`src/hdl/search_list_pkg.sv`:
```
package search_list_pkg;

   // memory word, fact value and pointer width
   localparam int data_w = 64;
   // memory address width
   localparam int addr_w = 48;

   // invalid pointer, also marks the list tail
   localparam logic [data_w-1:0] null_ptr = '1;

   // compared key field, upper half of the word
   localparam int key_hi = 63;
   localparam int key_lo = 32;

   // new or recycled search job
   typedef struct packed {
      logic [data_w-1:0] fact_value;
      logic [data_w-1:0] ptr;
   } job_t;

   // both memory responses of one node
   typedef struct packed {
      logic [data_w-1:0] dim_value;
      logic [data_w-1:0] next_ptr;
   } node_t;

   // fact value aligned with its node
   typedef struct packed {
      logic [data_w-1:0] fact_value;
      node_t             node;
   } join_t;

   // result pair sent to the output queue
   typedef struct packed {
      logic [data_w-1:0] dim_value;
      logic [data_w-1:0] fact_value;
   } match_t;

   typedef enum logic [1:0] {
      issue_idle,
      issue_old,
      issue_new
   } issue_state_e;

endpackage

```
`src/hdl/completion_monitor.sv`:
```
module completion_monitor #(
   parameter int done_hold = 4
) (
   input  logic                          clk,
   input  logic                          rst,
   input  logic                          rq_strobe,
   input  logic                          rs0_write_en,
   input  logic                          rs1_write_en,
   input  logic                          new_job_empty,
   input  logic                          join_empty,
   input  logic                          rec_empty,
   input  logic                          output_empty,
   input  search_list_pkg::issue_state_e state,
   output logic                          done
);

   localparam int cnt_w = 16;
   localparam int run_w = $clog2(done_hold + 1);

   logic [cnt_w-1:0] pend0;
   logic [cnt_w-1:0] pend1;
   logic [run_w-1:0] run;
   logic             idle;

   // requests in flight per lane
   always_ff @(posedge clk)
   begin
      if (rst)
      begin
         pend0 <= '0;
         pend1 <= '0;
      end
      else
      begin
         pend0 <= pend0 + cnt_w'(rq_strobe) - cnt_w'(rs0_write_en);
         pend1 <= pend1 + cnt_w'(rq_strobe) - cnt_w'(rs1_write_en);
      end
   end

   assign idle = new_job_empty && join_empty && rec_empty && output_empty &&
                 !rq_strobe && (pend0 == '0) && (pend1 == '0);

   // consecutive idle cycles, saturates at done_hold
   always_ff @(posedge clk)
   begin
      if (rst || !idle)
         run <= '0;
      else if (run != run_w'(done_hold))
         run <= run + 1'b1;
   end

   assign done = (run == run_w'(done_hold));

   no_underflow: assert property (@(posedge clk) disable iff (rst)
      (rs0_write_en |-> pend0 != '0) and (rs1_write_en |-> pend1 != '0));

   // issuer must have gone quiet before done
   done_means_idle: assert property (@(posedge clk) disable iff (rst)
      done |-> state == search_list_pkg::issue_idle);

endmodule

```
`config.mk`:
```
export PLATFORM = sky130hd
export DESIGN_NAME = completion_monitor
export DESIGN_NICKNAME = d
export VERILOG_FILES = /design/src/hdl/search_list_pkg.sv /design/src/hdl/completion_monitor.sv
export SDC_FILE = /design/constraint.sdc
export NUM_CORES = 1
export LEC_CHECK = 0
export ABC_AREA = 1
export BUFFER_PORTS_ARGS = -buffer_cell sky130_fd_sc_hd__buf_4
export CAP_MARGIN = 40
export CORE_MARGIN = 5
export CORE_UTILIZATION = 63
export CTS_CLUSTER_DIAMETER = 80
export DETAILED_ROUTE_END_ITERATION = 10
export GPL_TIMING_DRIVEN = 0
export HOLD_SLACK_MARGIN = 0.05
export PLACE_DENSITY_LB_ADDON = 0.15
export SETUP_SLACK_MARGIN = 0.2
export SYNTH_ARGS = -nofsm -noshare
export SYNTH_HDL_FRONTEND = slang
export SYNTH_SLANG_ARGS = --single-unit
```
`constraint.sdc`:
```
create_clock -name clk -period 2.4 [get_ports clk]
set_input_delay 0.12 -clock clk [delete_from_list [all_inputs] [get_ports clk]]
set_output_delay 0.12 -clock clk [all_outputs]
set_load 0.02 [all_outputs]
```
Yosys cells after proc, flatten, opt, wreduce, memory -nomap -nowiden
Index checks and enable logic that the tools add are counted.
{"block": "totals", "inputBits": 11, "romBits": 0, "latchBits": 0, "word_cells": 21, "memories": 0, "reg_bits": 35, "mem_bits_rw": 0, "out_inout_bits": 1}
{"block": "op_classes", "n_reduce_logical": 11, "mul": 0, "mux": 0, "bitwise_logic": 0, "n_div": 0, "shifts": 0, "magnitude_cmp": 0, "eq_ne": 2, "n_addsub": 5}
{"op": "16-bit by 1-bit adder with 16-bit output", "n": 2}
{"op": "16-bit zero test", "n": 2}
{"op": "16-bit by 1-bit subtractor with 16-bit output", "n": 2}
{"op": "1-bit logical AND", "n": 6}
{"op": "3-bit by 1-bit adder with 3-bit output, second input constant", "n": 1}
{"op": "3-bit equality test, second input constant", "n": 1}
{"op": "3-bit inequality test, second input constant", "n": 1}
{"op": "1-bit zero test", "n": 2}
{"op": "1-bit logical OR", "n": 1}

Depth between registers and ports, before layout
{"block": "logic_depth", "ltp_word": 8, "ltp_mapped": 16, "ltp_nobuf": 16}

Worst setup path after synthesis
OpenSTA, ideal clock, no wires.
{"block": "synth_path", "kind": "reg2reg", "start": "register pend0[0]", "end": "register pend0[14]", "setup_time_ns": 0.115, "path_buffers": 0, "required_time_ns": 2.285, "period_less_slack_ns": 1.900, "setup_slack_ns": 0.500, "path_stages_with_launch": 15, "arrival_time_ns": 1.785, "path_cell_list": "dfxtp_1 -> inv_1 -> ha_1 -> inv_1 -> ha_1 -> inv_1 -> fa_1 -> inv_1 -> nand2_1 -> nand2_1 -> nand3_1 -> nand2_1 -> nand2_2 -> a21oi_1 -> nor2_1"}
{"block": "synth_via", "elab_chain_len": 2}
{"item": "from (decl)", "line": "completion_monitor.sv:20", "text": "logic [cnt_w-1:0] pend0;"}
{"item": "from (signal assigned)", "line": "completion_monitor.sv:35", "text": "pend0 <= pend0 + cnt_w'(rq_strobe) - cnt_w'(rs0_write_en);"}
{"item": "16-bit by 1-bit adder with 16-bit output", "line": "completion_monitor.sv:35"}
{"item": "16-bit by 1-bit subtractor with 16-bit output", "line": "completion_monitor.sv:35"}
No other way between the ends.
A chain may end at the register's enable or synchronous reset.

Worst setup path in the final report
Ends and elaborated chain as after synthesis.

==> metrics.md <==
| Metric | Value |
|---|---|
| Status | `complete, no violations` |
| Final Setup Violations | `0` |
| WP data required | `2.58 ns` |
| Initial Util | `0.655` |
| R2R setup slack | `0.36 ns` |
| # DRC | `0` |
| Area of the multi-input gates | `about 2000 um2` |
| Most frequent cells in the layout | `140 x nand2_1, 113 x inv_1, 60 x nor2_1` |
| Num Clock Sinks | `35` |
| Io pins | `12` |
| CORE AREA | `4750 um2` |
| Critical path class | `reg2reg` |
| Detail Route Antenna Nets | `0` |
| First drt pass iteration count | `4` |
| DR WL/cell | `11.1 um` |
| Min-delay src | `rq_strobe` |
| Crit path capture | `pend0[14]` |
| Antenna diode instance count | `0` |
| Die W | `80.3 um` |
| Seq. cell area | `702 um2` |
| Clock transition at the registers of the reported paths | `0.07 ns` |
| CP Launch Type | `flop` |
| WP depth | `14` |
| Dpl ws | `0.260 ns` |
| GPL Wtd Cong | `0.902` |
| Layout cells sized above 1 | `0.114` |
| First-pass GRT wire length | `around 11 mm` |
| Synth Area per Inst | `6.15 um2` |
| R2R cell count | `14` |
| GRT Overall Usage | `0.216` |
| Max cap viols | `0` |
| RR Startpoint | `pend0[0]` |
| Post-Synth XOR/XNOR Area | `0.00281` |
| Cell count after synthesis | `506` |
| Clock root buffer | `clkbuf_8` |
| Hold Violations, Final | `0` |
| Initial DRC Count | `152` |
| Die Y | `80.3 um` |
| Critical path buffer and inverter count | `4` |
| Fill cells | `435` |
| RR Endpoint | `pend0[14]` |
| Netlist Area Pre-Place | `3110 um2` |
| Max Fclk | `between 0.4 and 0.5 GHz` |
| DR vias/cell | `4.87` |
| Slew Viols, Final | `0` |
| Largest net degree at the start of global routing | `11` |
| Final Util | `0.716` |
| Critical path endpoint category | `flop` |
| Vias in the first global route | `roughly 2600` |
| Slowest cell on the critical path | `fa_2` |
| Sum Neg Setup Slack | `0 ns` |
| CP arrival | `2.22 ns` |
| Worst skew pair latency | `roughly 0.29 ns` |
| Total wire length | `6.56 mm` |
| Area share of fa/ha/maj cells after synthesis | `0.206` |
| Mux cell area share after synthesis | `0` |
| Nets@finish | `a little under 600` |
| Row count | `25` |
| Max stage delay on crit path | `0.33 ns` |
| Grt ovf | `0` |
| Number of H-tree levels | `2` |
| Die Footprint | `6450 um2` |
| Worst path cell trace | `inv_1 -> ha_1 -> inv_1 -> ha_2 -> inv_1 -> fa_2 -> inv_2 -> nand2_1 -> nand2_2 -> nand3_1 -> nand2_2 -> nand2_2 -> a21oi_1 -> nor2_1` |
| Area Overhead vs Synth | `9.32%` |
| Hold Path Class | `in2reg` |
| Crit-path leading delay family | `adder cells` |
| Clk_skew | `0.0138 ns` |
| Post-synthesis compound-gate area fraction | `0.0844` |
| I/O Buffers | `9` |
| Initial antenna violation count | `0` |
| Post-synthesis sequential area ratio | `0.225` |
| Critical path fanouts, max | `4` |
| WHS | `0.201 ns` |
| Worst slew margin relative to its limit | `0.818` |
| Syn nets | `567` |
| Largest family of logic cells by synthesized area | `simple AND/OR/NAND/NOR gates` |
| CTS Buffer Depth | `2` |
| Tmin final | `2.04 ns` |
| Synth unique cells | `24` |
| RSZ-0062 raised after global routing | `true` |
| Routed vias | `2882` |
| Commonest non-fill, non-tap cell in the layout | `nand2_1` |
| Yosys warning count | `0` |
| Dpl hpwl | `5.30 mm` |
| Worst Max-Slew Pin Slew | `0.271 ns` |
| Critical path origin | `pend0[0]` |
| TritonCTS clock tree | `yes` |
| Synthesized flop and latch total | `35` |
| Final worst slack | `0.355 ns` |
| Period utilization | `0.852` |
| TritonCTS Buffers | `5` |
| Post-synthesis simple-gate area fraction | `0.325` |
==> how the worst min path moves through the flow <==
stage / cells past startpoint / end / slack, ns
3_5_place_dp: 2 / pend1[1] / 0.35
2_1_floorplan: 1 / pend0[1] / 0.19
3_3_place_gp: 2 / pend0[1] / 0.35
6_report: 4 / pend1[0] / 0.20
4_1_cts: 4 / pend1[0] / 0.17
5_1_grt: 4 / pend1[0] / 0.23
==> cell usage after synthesis <==
library cell / instances / area [um2]
a21oi_1: 35 / 175
a21oi_2: 2 / 17.5
and2_1: 2 / 12.5
and2_4: 1 / 8.76
buf_2: 1 / 5.00
clkbuf_8: 1 / 13.8
clkinv_1: 1 / 3.75
dfxtp_1: 35 / 701
fa_1: 2 / 40.0
ha_1: 48 / 601
inv_1: 115 / 432
inv_2: 9 / 33.8
nand2_1: 145 / 544
nand2_2: 2 / 12.5
nand3_1: 13 / 65.1
nand3_2: 2 / 20.0
nand4_1: 8 / 50.1
nor2_1: 60 / 225
nor2_2: 7 / 43.8
nor2_4: 1 / 11.3
nor3_2: 2 / 20.0
o21ai_0: 11 / 55.1
o21bai_1: 2 / 15.0
xnor2_1: 1 / 8.76
==> per-layer routing <==
layer / GRT usage / part of all wire / vias up
met5: 0 / 0 / -
met1: 0.273 / 0.49 / 1261
met3: 0.0404 / 0.045 / 13
met4: 0.0693 / 0.018 / 0
li1: - / - / 1559
met2: 0.367 / 0.45 / 49
==> tightest hold or removal path: stages <==
cell and delay [ns]:
buf_4 0.10, ha_2 0.15, inv_1 0.03, nor2_1 0.06
==> registers in the layout, indices dropped and copies added (netlist names) <==
register,cells
pend1,16
run,3
pend0,16
==> layout make-up <==
| class | instances | area share |
|---|---|---|
| flip-flops and latches | 35 | 0.206 |
| multi-input cells | 344 | 0.577 |
| well taps | 67 | 0.0246 |
| clock inverters | 1 | 0.00147 |
| clock buffers | 7 | 0.0224 |
| plain buffers | 2 | 0.00551 |
| repair buffers | 11 | 0.0250 |
| inverters | 125 | 0.138 |
==> logic make-up (layout without fill, tap and decap cells) <==
group           count (synthesis)  count (layout)
simple gates                  243             243
fa+ha+maj                      50              50
flops                          35              35
compound gates                 50              50
xor+xnor                        1               1
buf+inv                       127             146
==> through the flow <==
step                cell area, um2  instances
floorplan                     3110        506
global placement              3270        582
detailed placement            3270        582
CTS                           3360        591
global route                  3400        592
finish                        3400        592
==> repair_timing <==
action                     4_1_cts  5_1_grt
buffers inserted                 0        1
setup endpoints to repair        0        8
hold endpoints to repair         5        0
resized for setup                0       16
hold buffers                     1        0
Power is not shown: default switching activity piles up to over one toggle a cycle in this logic, so the estimate is an artifact.
