**config.mk**
```make
export PLATFORM = sky130hd
export DESIGN_NAME = request_issuer
export DESIGN_NICKNAME = d
export VERILOG_FILES = /design/src/hdl/search_list_pkg.sv /design/src/hdl/request_issuer.sv
export SDC_FILE = /design/constraint.sdc
export NUM_CORES = 1
export LEC_CHECK = 0
export BUFFER_PORTS_ARGS = -buffer_cell sky130_fd_sc_hd__buf_2
export CORE_AREA = 4 4 167 169
export DETAILED_ROUTE_END_ITERATION = 10
export DIE_AREA = 0 0 171 173
export SLEW_MARGIN = 10
export SYNTH_ARGS = -nofsm -noshare
export SYNTH_HDL_FRONTEND = slang
export SYNTH_SLANG_ARGS = --single-unit
```
**constraint.sdc**
```tcl
create_clock -name clk -period 3.6 [get_ports clk]
set_input_delay 0.36 -clock clk [delete_from_list [all_inputs] [get_ports clk]]
set_output_delay 0.36 -clock clk [all_outputs]
set_load 0.01 [all_outputs]
```
**src/hdl/search_list_pkg.sv**
```systemverilog
package search_list_pkg;

   // memory word, fact value and pointer width
   localparam int data_w = 64;
   // memory address width
   localparam int addr_w = 48;

   // invalid pointer, also marks the list tail
   localparam logic [data_w-1:0] null_ptr = '1;

   // compared key field, upper half of the word
   localparam int key_hi = 63;
   localparam int key_lo = 32;

   // new or recycled search job
   typedef struct packed {
      logic [data_w-1:0] fact_value;
      logic [data_w-1:0] ptr;
   } job_t;

   // both memory responses of one node
   typedef struct packed {
      logic [data_w-1:0] dim_value;
      logic [data_w-1:0] next_ptr;
   } node_t;

   // fact value aligned with its node
   typedef struct packed {
      logic [data_w-1:0] fact_value;
      node_t             node;
   } join_t;

   // result pair sent to the output queue
   typedef struct packed {
      logic [data_w-1:0] dim_value;
      logic [data_w-1:0] fact_value;
   } match_t;

   typedef enum logic [1:0] {
      issue_idle,
      issue_old,
      issue_new
   } issue_state_e;

endpackage

```
**src/hdl/request_issuer.sv**
```systemverilog
module request_issuer (
   input  logic                                clk,
   input  logic                                rst,
   input  logic                                new_job_empty,
   input  search_list_pkg::job_t               new_job,
   output logic                                new_job_read_en,
   input  logic                                rec_empty,
   input  search_list_pkg::job_t               rec_job,
   output logic                                rec_read_en,
   input  logic                                rq0_afull,
   input  logic                                rq1_afull,
   input  logic                                join_afull,
   output logic                                rq0_vld,
   output logic [search_list_pkg::addr_w-1:0]  rq0_address,
   output logic                                rq1_vld,
   output logic [search_list_pkg::addr_w-1:0]  rq1_address,
   output logic                                issue_strobe,
   output logic [search_list_pkg::data_w-1:0]  issue_fact,
   output search_list_pkg::issue_state_e       state
);

   search_list_pkg::issue_state_e     next_state;
   search_list_pkg::job_t             pick;
   logic                              new_valid;
   logic [search_list_pkg::addr_w-1:0] base;

   assign new_valid = (new_job.ptr != search_list_pkg::null_ptr);

   // recycled work first, then fresh jobs
   always_comb
   begin
      if (rq0_afull || rq1_afull || join_afull)
         next_state = search_list_pkg::issue_idle;
      else if (!rec_empty)
         next_state = search_list_pkg::issue_old;
      else if (!new_job_empty && new_valid)
         next_state = search_list_pkg::issue_new;
      else
         next_state = search_list_pkg::issue_idle;
   end

   always_ff @(posedge clk)
   begin
      if (rst)
         state <= search_list_pkg::issue_idle;
      else
         state <= next_state;
   end

   // null pointers leave right away, even under back-pressure
   assign new_job_read_en = (!new_job_empty && !new_valid) ||
                            (next_state == search_list_pkg::issue_new);
   assign rec_read_en     = (next_state == search_list_pkg::issue_old);

   assign pick = (next_state == search_list_pkg::issue_old) ? rec_job : new_job;
   assign base = pick.ptr[search_list_pkg::addr_w-1:0];

   // node p lives at words 2p and 2p+1
   assign issue_strobe = (next_state != search_list_pkg::issue_idle);
   assign issue_fact   = pick.fact_value;
   assign rq0_vld      = issue_strobe;
   assign rq1_vld      = issue_strobe;
   assign rq0_address  = {base[search_list_pkg::addr_w-2:0], 1'b0};
   assign rq1_address  = {base[search_list_pkg::addr_w-2:0], 1'b1};

endmodule

```
Word level (Yosys, flattened, before mapping)
Cells that the tools add are included.
{"block": "classes", "magnitude_cmp": 0, "reduce_logical": 8, "div_mod_pow": 0, "n_eq_ne": 3, "bitwise": 0, "n_addsub": 0, "mux": 4, "shifts": 0, "multipliers": 0}
{"cell": "128-bit 2-to-1 mux", "count": 1}
{"cell": "64-bit != test (second input constant)", "count": 1}
{"cell": "2-bit 2-to-1 mux", "count": 3}
{"cell": "1-bit logical OR", "count": 3}
{"cell": "2-bit by 1-bit equality test with 1-bit output (second input constant)", "count": 1}
{"cell": "2-bit equality test (second input constant)", "count": 1}
{"cell": "1-bit logical AND", "count": 2}
{"cell": "1-bit logical NOT", "count": 2}
{"cell": "2-bit nonzero test", "count": 1}
{"block": "word_totals", "latchBits": 0, "memories": 0, "inputBits": 263, "wordCells": 16, "rom_bits": 0, "reg_bits": 2, "ramBits": 0}

Depth between registers and ports, before layout
{"block": "logic_depth", "ltp_word": 7, "depth_mapped": 9}

Worst setup path after synthesis
OpenSTA, ideal clock, no wires.
{"block": "synth_timing", "kind": "input to output", "from": "input join_afull", "to": "output rq0_vld", "t_required_ns": 3.240, "t_arrival_ns": 1.449, "slack_ns": 1.791, "path_stages": 7, "n_path_buf": 4, "path_cell_list": "nor3_2 nand2b_1 buf_2 buf_2 buf_2 o21ai_0 buf_4"}
{"block": "synth_via", "elab_chain_cells": 3}
{"element": "from (decl)", "line": "request_issuer.sv:12", "rtl": "input logic join_afull,"}
{"element": "1-bit logical OR", "line": "request_issuer.sv:32", "rtl": "if (rq0_afull || rq1_afull || join_afull)"}
{"element": "2-bit 2-to-1 mux", "line": "request_issuer.sv:32"}
{"element": "2-bit nonzero test", "line": "request_issuer.sv:59", "rtl": "assign issue_strobe = (next_state != search_list_pkg::issue_idle);"}
{"element": "to (decl)", "line": "request_issuer.sv:13", "rtl": "output logic rq0_vld,"}
Every way passes these cells.

Worst setup path in the final report
{"block": "layout_timing", "from": "input join_afull", "to": "output rq0_address[36] in the netlist's numbering"}
{"block": "layout_via", "elab_chain_cells": 4}
{"element": "1-bit logical OR", "line": "request_issuer.sv:32"}
{"element": "2-bit 2-to-1 mux", "line": "request_issuer.sv:32"}
{"element": "2-bit by 1-bit equality test with 1-bit output", "line": "request_issuer.sv:55", "rtl": "assign pick = (next_state == search_list_pkg::issue_old) ? rec_job : new_job;"}
{"element": "128-bit 2-to-1 mux", "line": "request_issuer.sv:55"}
{"element": "to (decl)", "line": "request_issuer.sv:14", "rtl": "output logic [search_list_pkg::addr_w-1:0] rq0_address,"}
Every way passes these cells.

==> parameters.txt <==
Parameter                              Value

Run status
  Status    complete, no violations

Yosys
  Proportion of netlist area held by the largest area contributor    61.2%
  Summed instance area of the synthesized netlist    2040 um^2
  Number of nets in the synthesized netlist    about 700
  Register area share after synthesis    1.96%
  Share of flip-flops with an asynchronous set or reset    0%
  Top cells by area in the synthesized netlist    sky130_fd_sc_hd__nand2_1 61%, sky130_fd_sc_hd__buf_4 19%, sky130_fd_sc_hd__nand4_1 5.2%, sky130_fd_sc_hd__buf_6 5.0%, sky130_fd_sc_hd__buf_2 2.9%
  Yosys warning count    0
  Cell accounting for the most synthesized area    sky130_fd_sc_hd__nand2_1
  Most instantiated library cell after synthesis    sky130_fd_sc_hd__nand2_1
  Number of library cell types mapped by synthesis    17
  Flip-flop cell with the highest count after synthesis    sky130_fd_sc_hd__dfxtp_1
  EDFF count, synth    0
  Average cell area after synthesis    4.61 um^2
  Cell count after synthesis    443
  Post-synth top cells    333 x sky130_fd_sc_hd__nand2_1, 51 x sky130_fd_sc_hd__buf_4, 17 x sky130_fd_sc_hd__nand4_1
  Yosys reg bits    2

Global route
  Overall overflow remaining after global route    0
  Vias in the first global route    3457
  Largest net degree at the start of global routing    64
  Antenna violations before repair    0
  Wire length of the first global-routing pass    17.9 mm
  Total GRT Usage    7.46%

Clock network
  CTS sink count    2
  Post CTS Setup Buffer Count    0
  Number of hold buffers added after cts    0
  Cts bufs inserted    3
  Clock transition at the register clock pins on the worst setup and hold paths after CTS    0.03 ns
  CTS tree    built
  Gates resized, CTS repair    0
  Maximum level of the CTS H-tree    1
  Clock buffer depth    2
  Cell chosen for the clock root    sky130_fd_sc_hd__clkbuf_16

Critical path
  Critical path depth    8
  Max stage delay cell, worst path    sky130_fd_sc_hd__buf_4
  Required time of the critical path    3.24 ns
  Critical path capture point type    primary output
  Gate family responsible for the most delay along the worst path    buffers and inverters
  Crit path launch type    input port
  Worst Path Class, Setup    in2out
  Crit path max fanout    29
  Ordered cell list for the critical path    buf_2, nor3_2, nand2b_4, clkinv_2, buf_4, nand2_1, nand2_1, buf_2
  Largest stage delay on the critical path    0.37 ns
  Count of buffer and inverter cells on the critical path    4
  CP arrival    2.00 ns

Floorplan
  Vertical die dimension    173 um
  I/O pins    430
  Initial core utilization    7.69%
  Die Footprint    about 30000 um^2
  Core region area    26600 um^2
  Width of the die    171 um
  Number of standard-cell rows in the floorplan    60

Finish
  Max reg flops    2
  Fin nets    ~1100
  Number of filler instances in the final layout    3098
  Number of standard cells in the layout, taps in and fillers out    1127
  Share of post-route cells with drive strength above 1    53.7%
  Antenna diode instance count    0
  Registers with the most flip-flops    state (2)
  Final Core Density    15.4%
  Area growth from synthesis to layout    101%
  Register with the highest flop count    state

Placed design
  Number of I/O port buffers    a little over 400
  Total half-perimeter wirelength after legalization and detailed placement    between 10 and 15 mm
  Post-placement setup slack    1.19 ns
  Cells after DPL    1124
  Final estimated routing congestion in global placement    0.886

Power and ir drop
  Power per cell area    156 nW/um^2
  Part of the total power dissipated in combinational logic    a little over 70%
  Power share of the sequential group    between 3 and 4%
  Static leakage    2.69 nW
  Internal Power    0.000378 W
  Fraction of power consumed by the clock network    between 20% and 30%
  Switching power summed over all nets    0.000263 W
  IR Drop Worst-Case VDD    around 0.00011 V
  Switching power as a share of total power    41.0%

Drt
  Count of nets left with antenna violations after detail routing    0
  Avg Vias per Cell    3.46
  Pre-Repair DR Iteration Count    5
  Average wire length per cell after detail routing    11.5 um
  Residual DRC count    0
  Number of vias in the routed layout    ~3900
  Total Routed Length    13.0 mm
  DRT iter0 DRCs    between 100 and 150

Timing
  Timing-limited maximum frequency    between 0.4 and 0.5 GHz
  Post-route clock period utilization    65.5%
  Final hold viol count    0
  Endpoints failing setup    0
  Final period demand of the worst path    ~2.4 ns
  Summed negative setup slack over all endpoints    0 ns
  Transition at the pin with the smallest max-transition slack    0.643 ns
  Total count of max-transition violations in the final report    0
  PnR worst setup slack    between 1 and 1.5 ns
  Max transition margin    57.1%
  Unrepaired setup endpoints after global routing    false

Hold path
  Worst hold stages    2
  Worst hold path type    in2reg

Flow run
  Number of maximum-capacitance violations    0
-- layer usage --
metal | routed length, um | vias to the layer above | track usage (%)
met5 | 0 | - | 0
met4 | 179 | 0 | 1.29
met3 | 1150 | 8 | 0.663
met2 | 6560 | 250 | 14.3
met1 | 5100 | 1653 | 8.96
li1 | - | 1988 | -
-- area by class of cell --
cell class	instances	area, um^2	area share [%]
clock buffer	3	75.1	1.83
inverter	1	5.00	0.122
multi-input combinational	364	1450	35.3
sequential	2	40.0	0.976
tap	341	427	10.4
timing repair buffer	416	2110	51.4
-- kinds of logic (layout without fill, tap and decap cells) --
family	count (synthesis)	after routing	synth area share, %
and+or+nand+nor	360	360	69.6
buffers and inverters	77	420	27.6
other	2	2	0.368
AOI/OAI and AO/OA	2	2	0.490
DFF	2	2	1.96
-- final timing paths --
kind | start | to
max | join_afull | rq0_address[36]
min | rst | state[0]
-- cell usage in the layout (no fill, tap or decap) --
master / instances
sky130_fd_sc_hd__and4_1: 1
sky130_fd_sc_hd__buf_12: 1
sky130_fd_sc_hd__buf_2: 410
sky130_fd_sc_hd__buf_4: 5
sky130_fd_sc_hd__clkbuf_16: 3
sky130_fd_sc_hd__clkinv_2: 1
sky130_fd_sc_hd__conb_1: 2
sky130_fd_sc_hd__dfxtp_1: 2
sky130_fd_sc_hd__nand2_1: 333
sky130_fd_sc_hd__nand2b_4: 1
sky130_fd_sc_hd__nand3b_1: 1
sky130_fd_sc_hd__nand4_1: 17
sky130_fd_sc_hd__nor2_1: 1
sky130_fd_sc_hd__nor3_1: 1
sky130_fd_sc_hd__nor3_2: 1
sky130_fd_sc_hd__nor4_1: 4
sky130_fd_sc_hd__o21ai_0: 2
-- power by group through the flow --
stage	registers (W)	logic [W]	clock network, W
floorplan	0.0000232	0.000230	0
global placement	0.0000230	0.000457	0
detailed placement	0.0000231	0.000457	0
CTS	0.0000228	0.000459	0.000166
global route	0.0000228	0.000501	0.000170
finish	0.0000228	0.000455	0.000164
-- per-stage QoR --
step / instance area (um^2) / hold WS [ns] / total power [W]
floorplan: 2040 / 0.432 / 0.000253
global placement: 4030 / 0.537 / 0.000480
detailed placement: 4030 / 0.539 / 0.000480
CTS: 4100 / 0.314 / 0.000648
global route: 4100 / 0.323 / 0.000693
finish: 4100 / 0.314 / 0.000641
(Power assumes the default switching activity.)
