===== src/hdl/search_list_pkg.sv =====
package search_list_pkg;

   // memory word, fact value and pointer width
   localparam int data_w = 64;
   // memory address width
   localparam int addr_w = 48;

   // invalid pointer, also marks the list tail
   localparam logic [data_w-1:0] null_ptr = '1;

   // compared key field, upper half of the word
   localparam int key_hi = 63;
   localparam int key_lo = 32;

   // new or recycled search job
   typedef struct packed {
      logic [data_w-1:0] fact_value;
      logic [data_w-1:0] ptr;
   } job_t;

   // both memory responses of one node
   typedef struct packed {
      logic [data_w-1:0] dim_value;
      logic [data_w-1:0] next_ptr;
   } node_t;

   // fact value aligned with its node
   typedef struct packed {
      logic [data_w-1:0] fact_value;
      node_t             node;
   } join_t;

   // result pair sent to the output queue
   typedef struct packed {
      logic [data_w-1:0] dim_value;
      logic [data_w-1:0] fact_value;
   } match_t;

   typedef enum logic [1:0] {
      issue_idle,
      issue_old,
      issue_new
   } issue_state_e;

endpackage


===== src/hdl/job_fifo.sv =====
module job_fifo #(
   parameter int  fifo_depth  = 16,
   parameter int  afull_level = 12,
   parameter type payload_t   = search_list_pkg::job_t
) (
   input  logic     clk,
   input  logic     rst,
   input  logic     write_en,
   input  payload_t write_data,
   output logic     afull,
   output logic     empty,
   input  logic     read_en,
   output payload_t read_data
);

   localparam int ptr_w = (fifo_depth > 1) ? $clog2(fifo_depth) : 1;
   localparam int cnt_w = $clog2(fifo_depth + 1);

   payload_t         mem [fifo_depth];
   logic [ptr_w-1:0] wr_ptr;
   logic [ptr_w-1:0] rd_ptr;
   logic [cnt_w-1:0] count;

   // storage array
   always_ff @(posedge clk)
   begin
      if (write_en)
         mem[wr_ptr] <= write_data;
   end

   // pointers wrap at the last slot
   always_ff @(posedge clk)
   begin
      if (rst)
      begin
         wr_ptr <= '0;
         rd_ptr <= '0;
      end
      else
      begin
         if (write_en)
            wr_ptr <= (wr_ptr == ptr_w'(fifo_depth - 1)) ? '0 : wr_ptr + 1'b1;
         if (read_en)
            rd_ptr <= (rd_ptr == ptr_w'(fifo_depth - 1)) ? '0 : rd_ptr + 1'b1;
      end
   end

   // occupancy
   always_ff @(posedge clk)
   begin
      if (rst)
         count <= '0;
      else if (write_en && !read_en)
         count <= count + 1'b1;
      else if (read_en && !write_en)
         count <= count - 1'b1;
   end

   // show-ahead head entry visible while not empty
   assign read_data = mem[rd_ptr];
   assign empty     = (count == '0);
   assign afull     = (count >= cnt_w'(afull_level));

   no_write_full: assert property (@(posedge clk) disable iff (rst)
      write_en |-> (count != cnt_w'(fifo_depth)));

   no_read_empty: assert property (@(posedge clk) disable iff (rst)
      read_en |-> !empty);

endmodule


===== src/hdl/node_decider.sv =====
module node_decider #(
   parameter int fifo_depth  = 16,
   parameter int afull_level = 12
) (
   input  logic                   clk,
   input  logic                   rst,
   input  logic                   join_empty,
   input  search_list_pkg::join_t join_entry,
   output logic                   join_read_en,
   output logic                   rec_empty,
   output search_list_pkg::job_t  rec_job,
   input  logic                   rec_read_en,
   output logic                   output_empty,
   input  logic                   output_read_en,
   output search_list_pkg::match_t output_data
);

   logic                    hit;
   logic                    last;
   logic                    rec_afull;
   logic                    out_afull;
   logic                    rec_write_en;
   logic                    out_write_en;
   search_list_pkg::job_t   rec_in;
   search_list_pkg::match_t out_in;

   // upper halves decide the match
   assign hit  = (join_entry.node.dim_value[search_list_pkg::key_hi:search_list_pkg::key_lo] ==
                  join_entry.fact_value[search_list_pkg::key_hi:search_list_pkg::key_lo]);
   assign last = (join_entry.node.next_ptr == search_list_pkg::null_ptr);

   // each target stalls on its own almost-full
   assign out_write_en = !join_empty && hit && !out_afull;
   assign rec_write_en = !join_empty && !hit && !last && !rec_afull;
   // miss at the tail, drop without stalling
   assign join_read_en = out_write_en || rec_write_en || (!join_empty && !hit && last);

   // search moves on to the next node
   assign rec_in.fact_value = join_entry.fact_value;
   assign rec_in.ptr        = join_entry.node.next_ptr;

   assign out_in.dim_value  = join_entry.node.dim_value;
   assign out_in.fact_value = join_entry.fact_value;

   job_fifo #(.fifo_depth(fifo_depth), .afull_level(afull_level),
              .payload_t(search_list_pkg::job_t)) rec_q (
      .clk(clk), .rst(rst), .write_en(rec_write_en), .write_data(rec_in),
      .afull(rec_afull), .empty(rec_empty), .read_en(rec_read_en),
      .read_data(rec_job));

   job_fifo #(.fifo_depth(fifo_depth), .afull_level(afull_level),
              .payload_t(search_list_pkg::match_t)) out_q (
      .clk(clk), .rst(rst), .write_en(out_write_en), .write_data(out_in),
      .afull(out_afull), .empty(output_empty), .read_en(output_read_en),
      .read_data(output_data));

   one_target: assert property (@(posedge clk) disable iff (rst)
      !(rec_write_en && out_write_en));

endmodule


===== config.mk =====
export PLATFORM = sky130hd
export DESIGN_NAME = node_decider
export DESIGN_NICKNAME = d
export VERILOG_FILES = /design/src/hdl/search_list_pkg.sv /design/src/hdl/job_fifo.sv /design/src/hdl/node_decider.sv
export SDC_FILE = /design/constraint.sdc
export NUM_CORES = 2
export LEC_CHECK = 0
export BUFFER_PORTS_ARGS = -buffer_cell sky130_fd_sc_hd__clkbuf_2
export CORE_ASPECT_RATIO = 1.75
export CORE_MARGIN = 10
export CORE_UTILIZATION = 62
export DETAILED_ROUTE_END_ITERATION = 10
export PLACE_DENSITY = 0.89
export SLEW_MARGIN = 10
export SYNTH_ARGS = -nofsm -noshare
export SYNTH_HDL_FRONTEND = slang
export SYNTH_SLANG_ARGS = --single-unit

===== constraint.sdc =====
create_clock -name clk -period 18.55 [get_ports clk]
set_input_delay 0.9275 -clock clk [delete_from_list [all_inputs] [get_ports clk]]
set_output_delay 0.9275 -clock clk [all_outputs]
set_load 0.01 [all_outputs]

== Yosys cells after proc, flatten, opt, wreduce, memory -nomap -nowiden ==
Memories as Yosys holds them, arrays and structs flattened. A register that Yosys moved wholly into a read port is not among the register bits.
Index checks and enable logic that the tools add are counted.

* Bits in registers: 26
* Bits in writable memories: 4096
* Input port bits: 197
* Output and inout port bits: 259
* Word-level logic and storage cells: 65
* Memories kept: 2

{| class="wikitable"
|+ Memories
! name !! depth !! bits a word !! rd ports !! clocked after memory_dff !! write ports !! RTL line !! text
|-
| out_q.mem || 16 || 128 || 1 || 1 || 1 || job_fifo.sv:19 || <nowiki>payload_t mem [fifo_depth];</nowiki>
|-
| rec_q.mem || 16 || 128 || 1 || 1 || 1 || job_fifo.sv:19 ||
|}

* Add/subtract/negate cells: 8
* Order comparisons: 2
* Eq/ne operators: 6
* Muxes and demuxes: 16
* Reduce and logical (&&, ||, !) cells: 25

{| class="wikitable"
|+ Operator list
! kind !! number
|-
| equality test 64 bit, second input constant || 1
|-
| equality test 32 bit || 1
|-
| 2-to-1 mux 4 bit || 8
|-
| 2-to-1 mux 5 bit || 4
|-
| adder 4 x 1 -> 4 bit, second input constant || 4
|-
| equality test 4 bit, second input constant || 4
|-
| adder 5 x 1 -> 5 bit, second input constant || 2
|-
| greater-or-equal comparator 5 x 4 -> 1 bit, second input constant || 2
|-
| logical AND 1 bit || 10
|-
| logical NOT 5 bit || 2
|-
| subtractor 5 x 1 -> 5 bit, second input constant || 2
|-
| logical NOT 1 bit || 9
|-
| 2-to-1 mux 1 bit || 4
|-
| nonzero test 2 bit || 2
|-
| logical OR 1 bit || 2
|}

== Logic depth before layout (Yosys ltp) ==
* Depth in word-level cells: 9
* Depth in mapped cells: 14
* Gate-level depth less buffers: 13

== Cells and area by module ==
From an unflattened synthesis, not the netlist that was laid out.

* Cell total of the unflattened synthesis: 6547
* Area total of the unflattened synthesis: 155058.7 µm²

{| class="wikitable"
|+ Modules (own cells, without submodules)
! module !! instances !! cells each !! area an instance (µm²) !! seq. area each (µm²)
|-
| job_fifo || 2 || 3239 || 77260.3 || 61839.3
|-
| node_decider || 1 || 69 || 538.0 || 0.0
|}

== Worst setup path before layout ==
No wires, ideal clock.

* Path kind: input -> register
* Start: input port join_entry[168] (netlist name)
* End: memory out_q.mem[7][0] (netlist name), enable pin
* Setup time: 929 ps
* Arrival: 13841 ps
* Data required time: 17621 ps
* Path slack: 3781 ps
* Cell stages on the path: 5
* Buffers on the path: 0
* Path through: xor2_1 nor4_1 and4_1 nand2_1 nor4_1

* Cells in the longest elaborated chain, start to end: 5

{| class="wikitable"
|+ Ends and longest elaborated chain
! element !! RTL line !! text
|-
| start, declared || node_decider.sv:8 || <nowiki>input search_list_pkg::join_t join_entry,</nowiki>
|-
| equality test 32 bit || node_decider.sv:28 || <nowiki>assign hit = (join_entry.node.dim_value[search_list_pkg::key_hi:search_list_pkg::key_lo] ==</nowiki>
|-
| logical AND 1 bit (2 in a row) || node_decider.sv:33 || <nowiki>assign out_write_en = !join_empty && hit && !out_afull;</nowiki>
|-
| 2-to-1 mux 1 bit || job_fifo.sv:27 || <nowiki>if (write_en)</nowiki>
|-
| 2-to-1 mux 1 bit (not written as such) || job_fifo.sv:28 || <nowiki>mem[wr_ptr] <= write_data;</nowiki>
|-
| end, declared || job_fifo.sv:19 ||
|}

No other way between the ends.

==> reports/results.txt <==
Status: completed
Synth area leader: edfxtp_1
Layout cell share with drive strength beyond 1: 0.349
Clock Skews: 0.0620 ns
Critical R2R Capture: rec_q.mem[0][58]
Global route overflow: 0
Fin crit share: 0.412
Endpoint type of the worst setup path: output port
H-tree depth: 5
Syn Area/Cell: 25.8 sq um
Slew headroom: 0.129
Antenna violations before repair: 48
Critical Path Stages: 7
Die ar.: 272,000 sq um
R2R depth: 8
FMAX: 0.131 GHz
CP required: 17.62 ns
Final WL: 414,000 um
CP max-delay cell: buf_4
Worst hold path type: in2reg
Ys Warns: 0
VDD IR max: 0.0956 mV
Drt drc: 0
PortBufs: 455
Post-synth top cells: edfxtp_1 (4,096), mux4_2 (1,257), clkbuf_1 (123)
Total track usage: 0.305
Crit path cell chain: buf_4 > buf_4 > buf_4 > buf_4 > mux4_2 > mux4_2 > clkbuf_2
Setup Viol. Count Final: 0
CTS Hold Bufs: 0
Hold_sp: join_entry[64]
# resized after CTS: 0
Worst Tran Pin Value: 1.31 ns
Io pins: 456
Syn Inst Count: 6,027
Reg-to-reg slack, setup: 12.72 ns
CTS root buffer: clkbuf_16
First-pass iteration count of the detailed router: 8
Minimum clock period: 7.64 ns
Worst-path clk slew: 0.07 ns
Syn Std Cell Area: 156,000 sq um
Net Count, Synth: 6,244
CTS Buf Count: 348
Clk_lat worst skew: 0.89 ns
1st-iter DRT viols: 10,600
Final Hold Vio Count: 0
Layout Area Growth over Synthesis: 11.5%
Setup CP Type: reg2out
Core area: 250,000 sq um
Initial core utilization: 0.623
Area share of the leading cell type in the synthesized netlist: 0.790
Largest net degree at the start of global routing: 145
Most frequent CP cell: buf_4
Top-count cell post-synth: edfxtp_1
Via/cell ratio: 7.26
Post-DRT Antenna Nets: 0
Max FO, Critical Path: 73
Setup crit start kind: register
Hold endpoint: out_q.mem[14][64]
Post-synth top flop: edfxtp_1
Wirelength per Cell: 40.3 um
Die Ht: 683 um
Post CTS Setup Buffer Count: 0
P per Cell Area: 112 nW/um^2
Crit path DAT: 6.72 ns
FF+latch count, synth: 4,130
Vias post-DR: 74,600
Worst path top cell family by delay: buffers and inverters
Critical path buffer and inverter count: 5
Chip width: 399 um
Final hold slack: 0.439 ns
Hold Path Stages: 1
CTS tree: done
Post-route setup TNS: 0 ns
First-pass GRT wire length: 586,000 um
Leakage: 52.9 nW
Max Buffers Root-to-Sink: 4
CTS sink count: 4,130
EDFF count, synth: 4,096
Fin. max-slew vios: 0
Crit-path max cell delay: 0.95 ns
RSZ-0062 raised after global routing: no
Placer Congestion: 0.773
Yosys cell types: 38
Row Count: 243
Final Net Count: 6,877
Vias in the first global route: 77,400
Final HPWL DP: 206,000 um
Max-cap violations: 0
Area contributors post-synth: edfxtp_1 (79%), mux4_2 (18%), dfxtp_1 (0.44%), buf_2 (0.37%), clkbuf_1 (0.30%)
Sequential fraction of the synthesis area: 0.794
Worst flop-to-flop path startpoint: rec_q.count[3]
Ys async rst share: 0
## routing by layer
layer | wire, um | share of wire | track usage | vias up
li1 | - | - | - | 27600
met1 | 133000 | 0.32 | 0.386 | 39400
met2 | 212000 | 0.51 | 0.512 | 6393
met3 | 47700 | 0.12 | 0.0668 | 1142
met4 | 21600 | 0.052 | 0.136 | 30
met5 | 207 | 0.00050 | 0 | -
## where the power goes
group / switching (W) / internal [W]
Combinational: 0.000814 / 0.000547
Sequential: 0.0000820 / 0.0104
Clock: 0.00338 / 0.00414
## placed cells by master (no fill, tap or decap), types with 12 or more instances in the layout
cell type / Yosys / final
edfxtp_1: 4096 / 4096
and3_4: 0 / 12
nand2_1: 15 / 15
clkinv_4: 0 / 14
a21oi_1: 41 / 41
xor2_1: 38 / 38
nand4_1: 18 / 18
bufinv_16: 0 / 42
nor2b_1: 25 / 25
mux4_2: 1257 / 1257
nor2_4: 0 / 12
a211oi_1: 24 / 23
mux2i_1: 33 / 33
ha_1: 18 / 18
clkinv_2: 0 / 59
clkbuf_2: 0 / 455
clkbuf_16: 0 / 356
clkbuf_1: 123 / 49
nor2_1: 39 / 27
diode_2: 0 / 44
clkinvlp_4: 0 / 32
dfxtp_1: 34 / 26
clkinv_1: 0 / 45
buf_4: 23 / 122
## final cells by class
class                           instances  area [sq um]
Inverter                               10          37.5
Sequential cell                      4130        124000
Antenna cell                           44           110
Tap cell                             3307          4140
Fill cell                           13400         76500
Timing Repair Buffer                  586          3370
Multi-Input combinational cell       1584         30800
Clock inverter                        213          2380
Clock buffer                          408          9130
## worst max path at each step
stage | start | end | slack, ns
final | register | rec_job[39] | 10.91
after global routing | register | rec_job[39] | 10.73
after CTS | register | rec_job[39] | 10.92
after detailed placement | join_entry[55] | rec_q.mem[0][82] | 11.02
after global placement | join_entry[55] | rec_q.mem[0][82] | 11.16
after floorplan | join_entry[168] | out_q.mem[7][0] | 3.78
## worst register-to-register path: cells and delay by family (launching register included)
| kind | cells | cell delay (ns) |
|---|---|---|
| compound gates | 3 | 1.55 |
| buf+inv | 3 | 2.48 |
| simple gates | 2 | 1.03 |
| flops | 1 | 0.34 |
## registers in the layout, indices dropped and copies added (netlist names), named ones only
| name | flops |
|---|---|
| out_q.rd_ptr | 4 |
| rec_q.count | 5 |
| rec_q.rd_ptr | 4 |
| out_q.count | 5 |
| rec_q.wr_ptr | 4 |
| rec_q.mem | 2048 |
| out_q.wr_ptr | 4 |
| out_q.mem | 2048 |
## cells by family after synthesis
| kind of cell | after synthesis | synth area share |
|---|---|---|
| xor+xnor | 43 | 0.00242 |
| flops | 4130 | 0.794 |
| mux | 1290 | 0.184 |
| fa+ha+maj | 20 | 0.00170 |
| simple gates | 146 | 0.00508 |
| compound gates | 85 | 0.00344 |
| buf+inv | 313 | 0.00955 |
## through the flow
step	utilization	cell area, sq um	power [W]	instances	worst slack, ns
after detailed placement	0.648	162000	0.0120	9617	11.02
final	0.694	174000	0.0194	10300	10.91
after CTS	0.694	174000	0.0195	10200	10.92
after floorplan	-	156000	0.0115	6027	3.78
after global placement	0.648	162000	0.0120	9617	11.16
after global routing	0.694	174000	0.0199	10300	10.73
(Power assumes the default switching activity.)
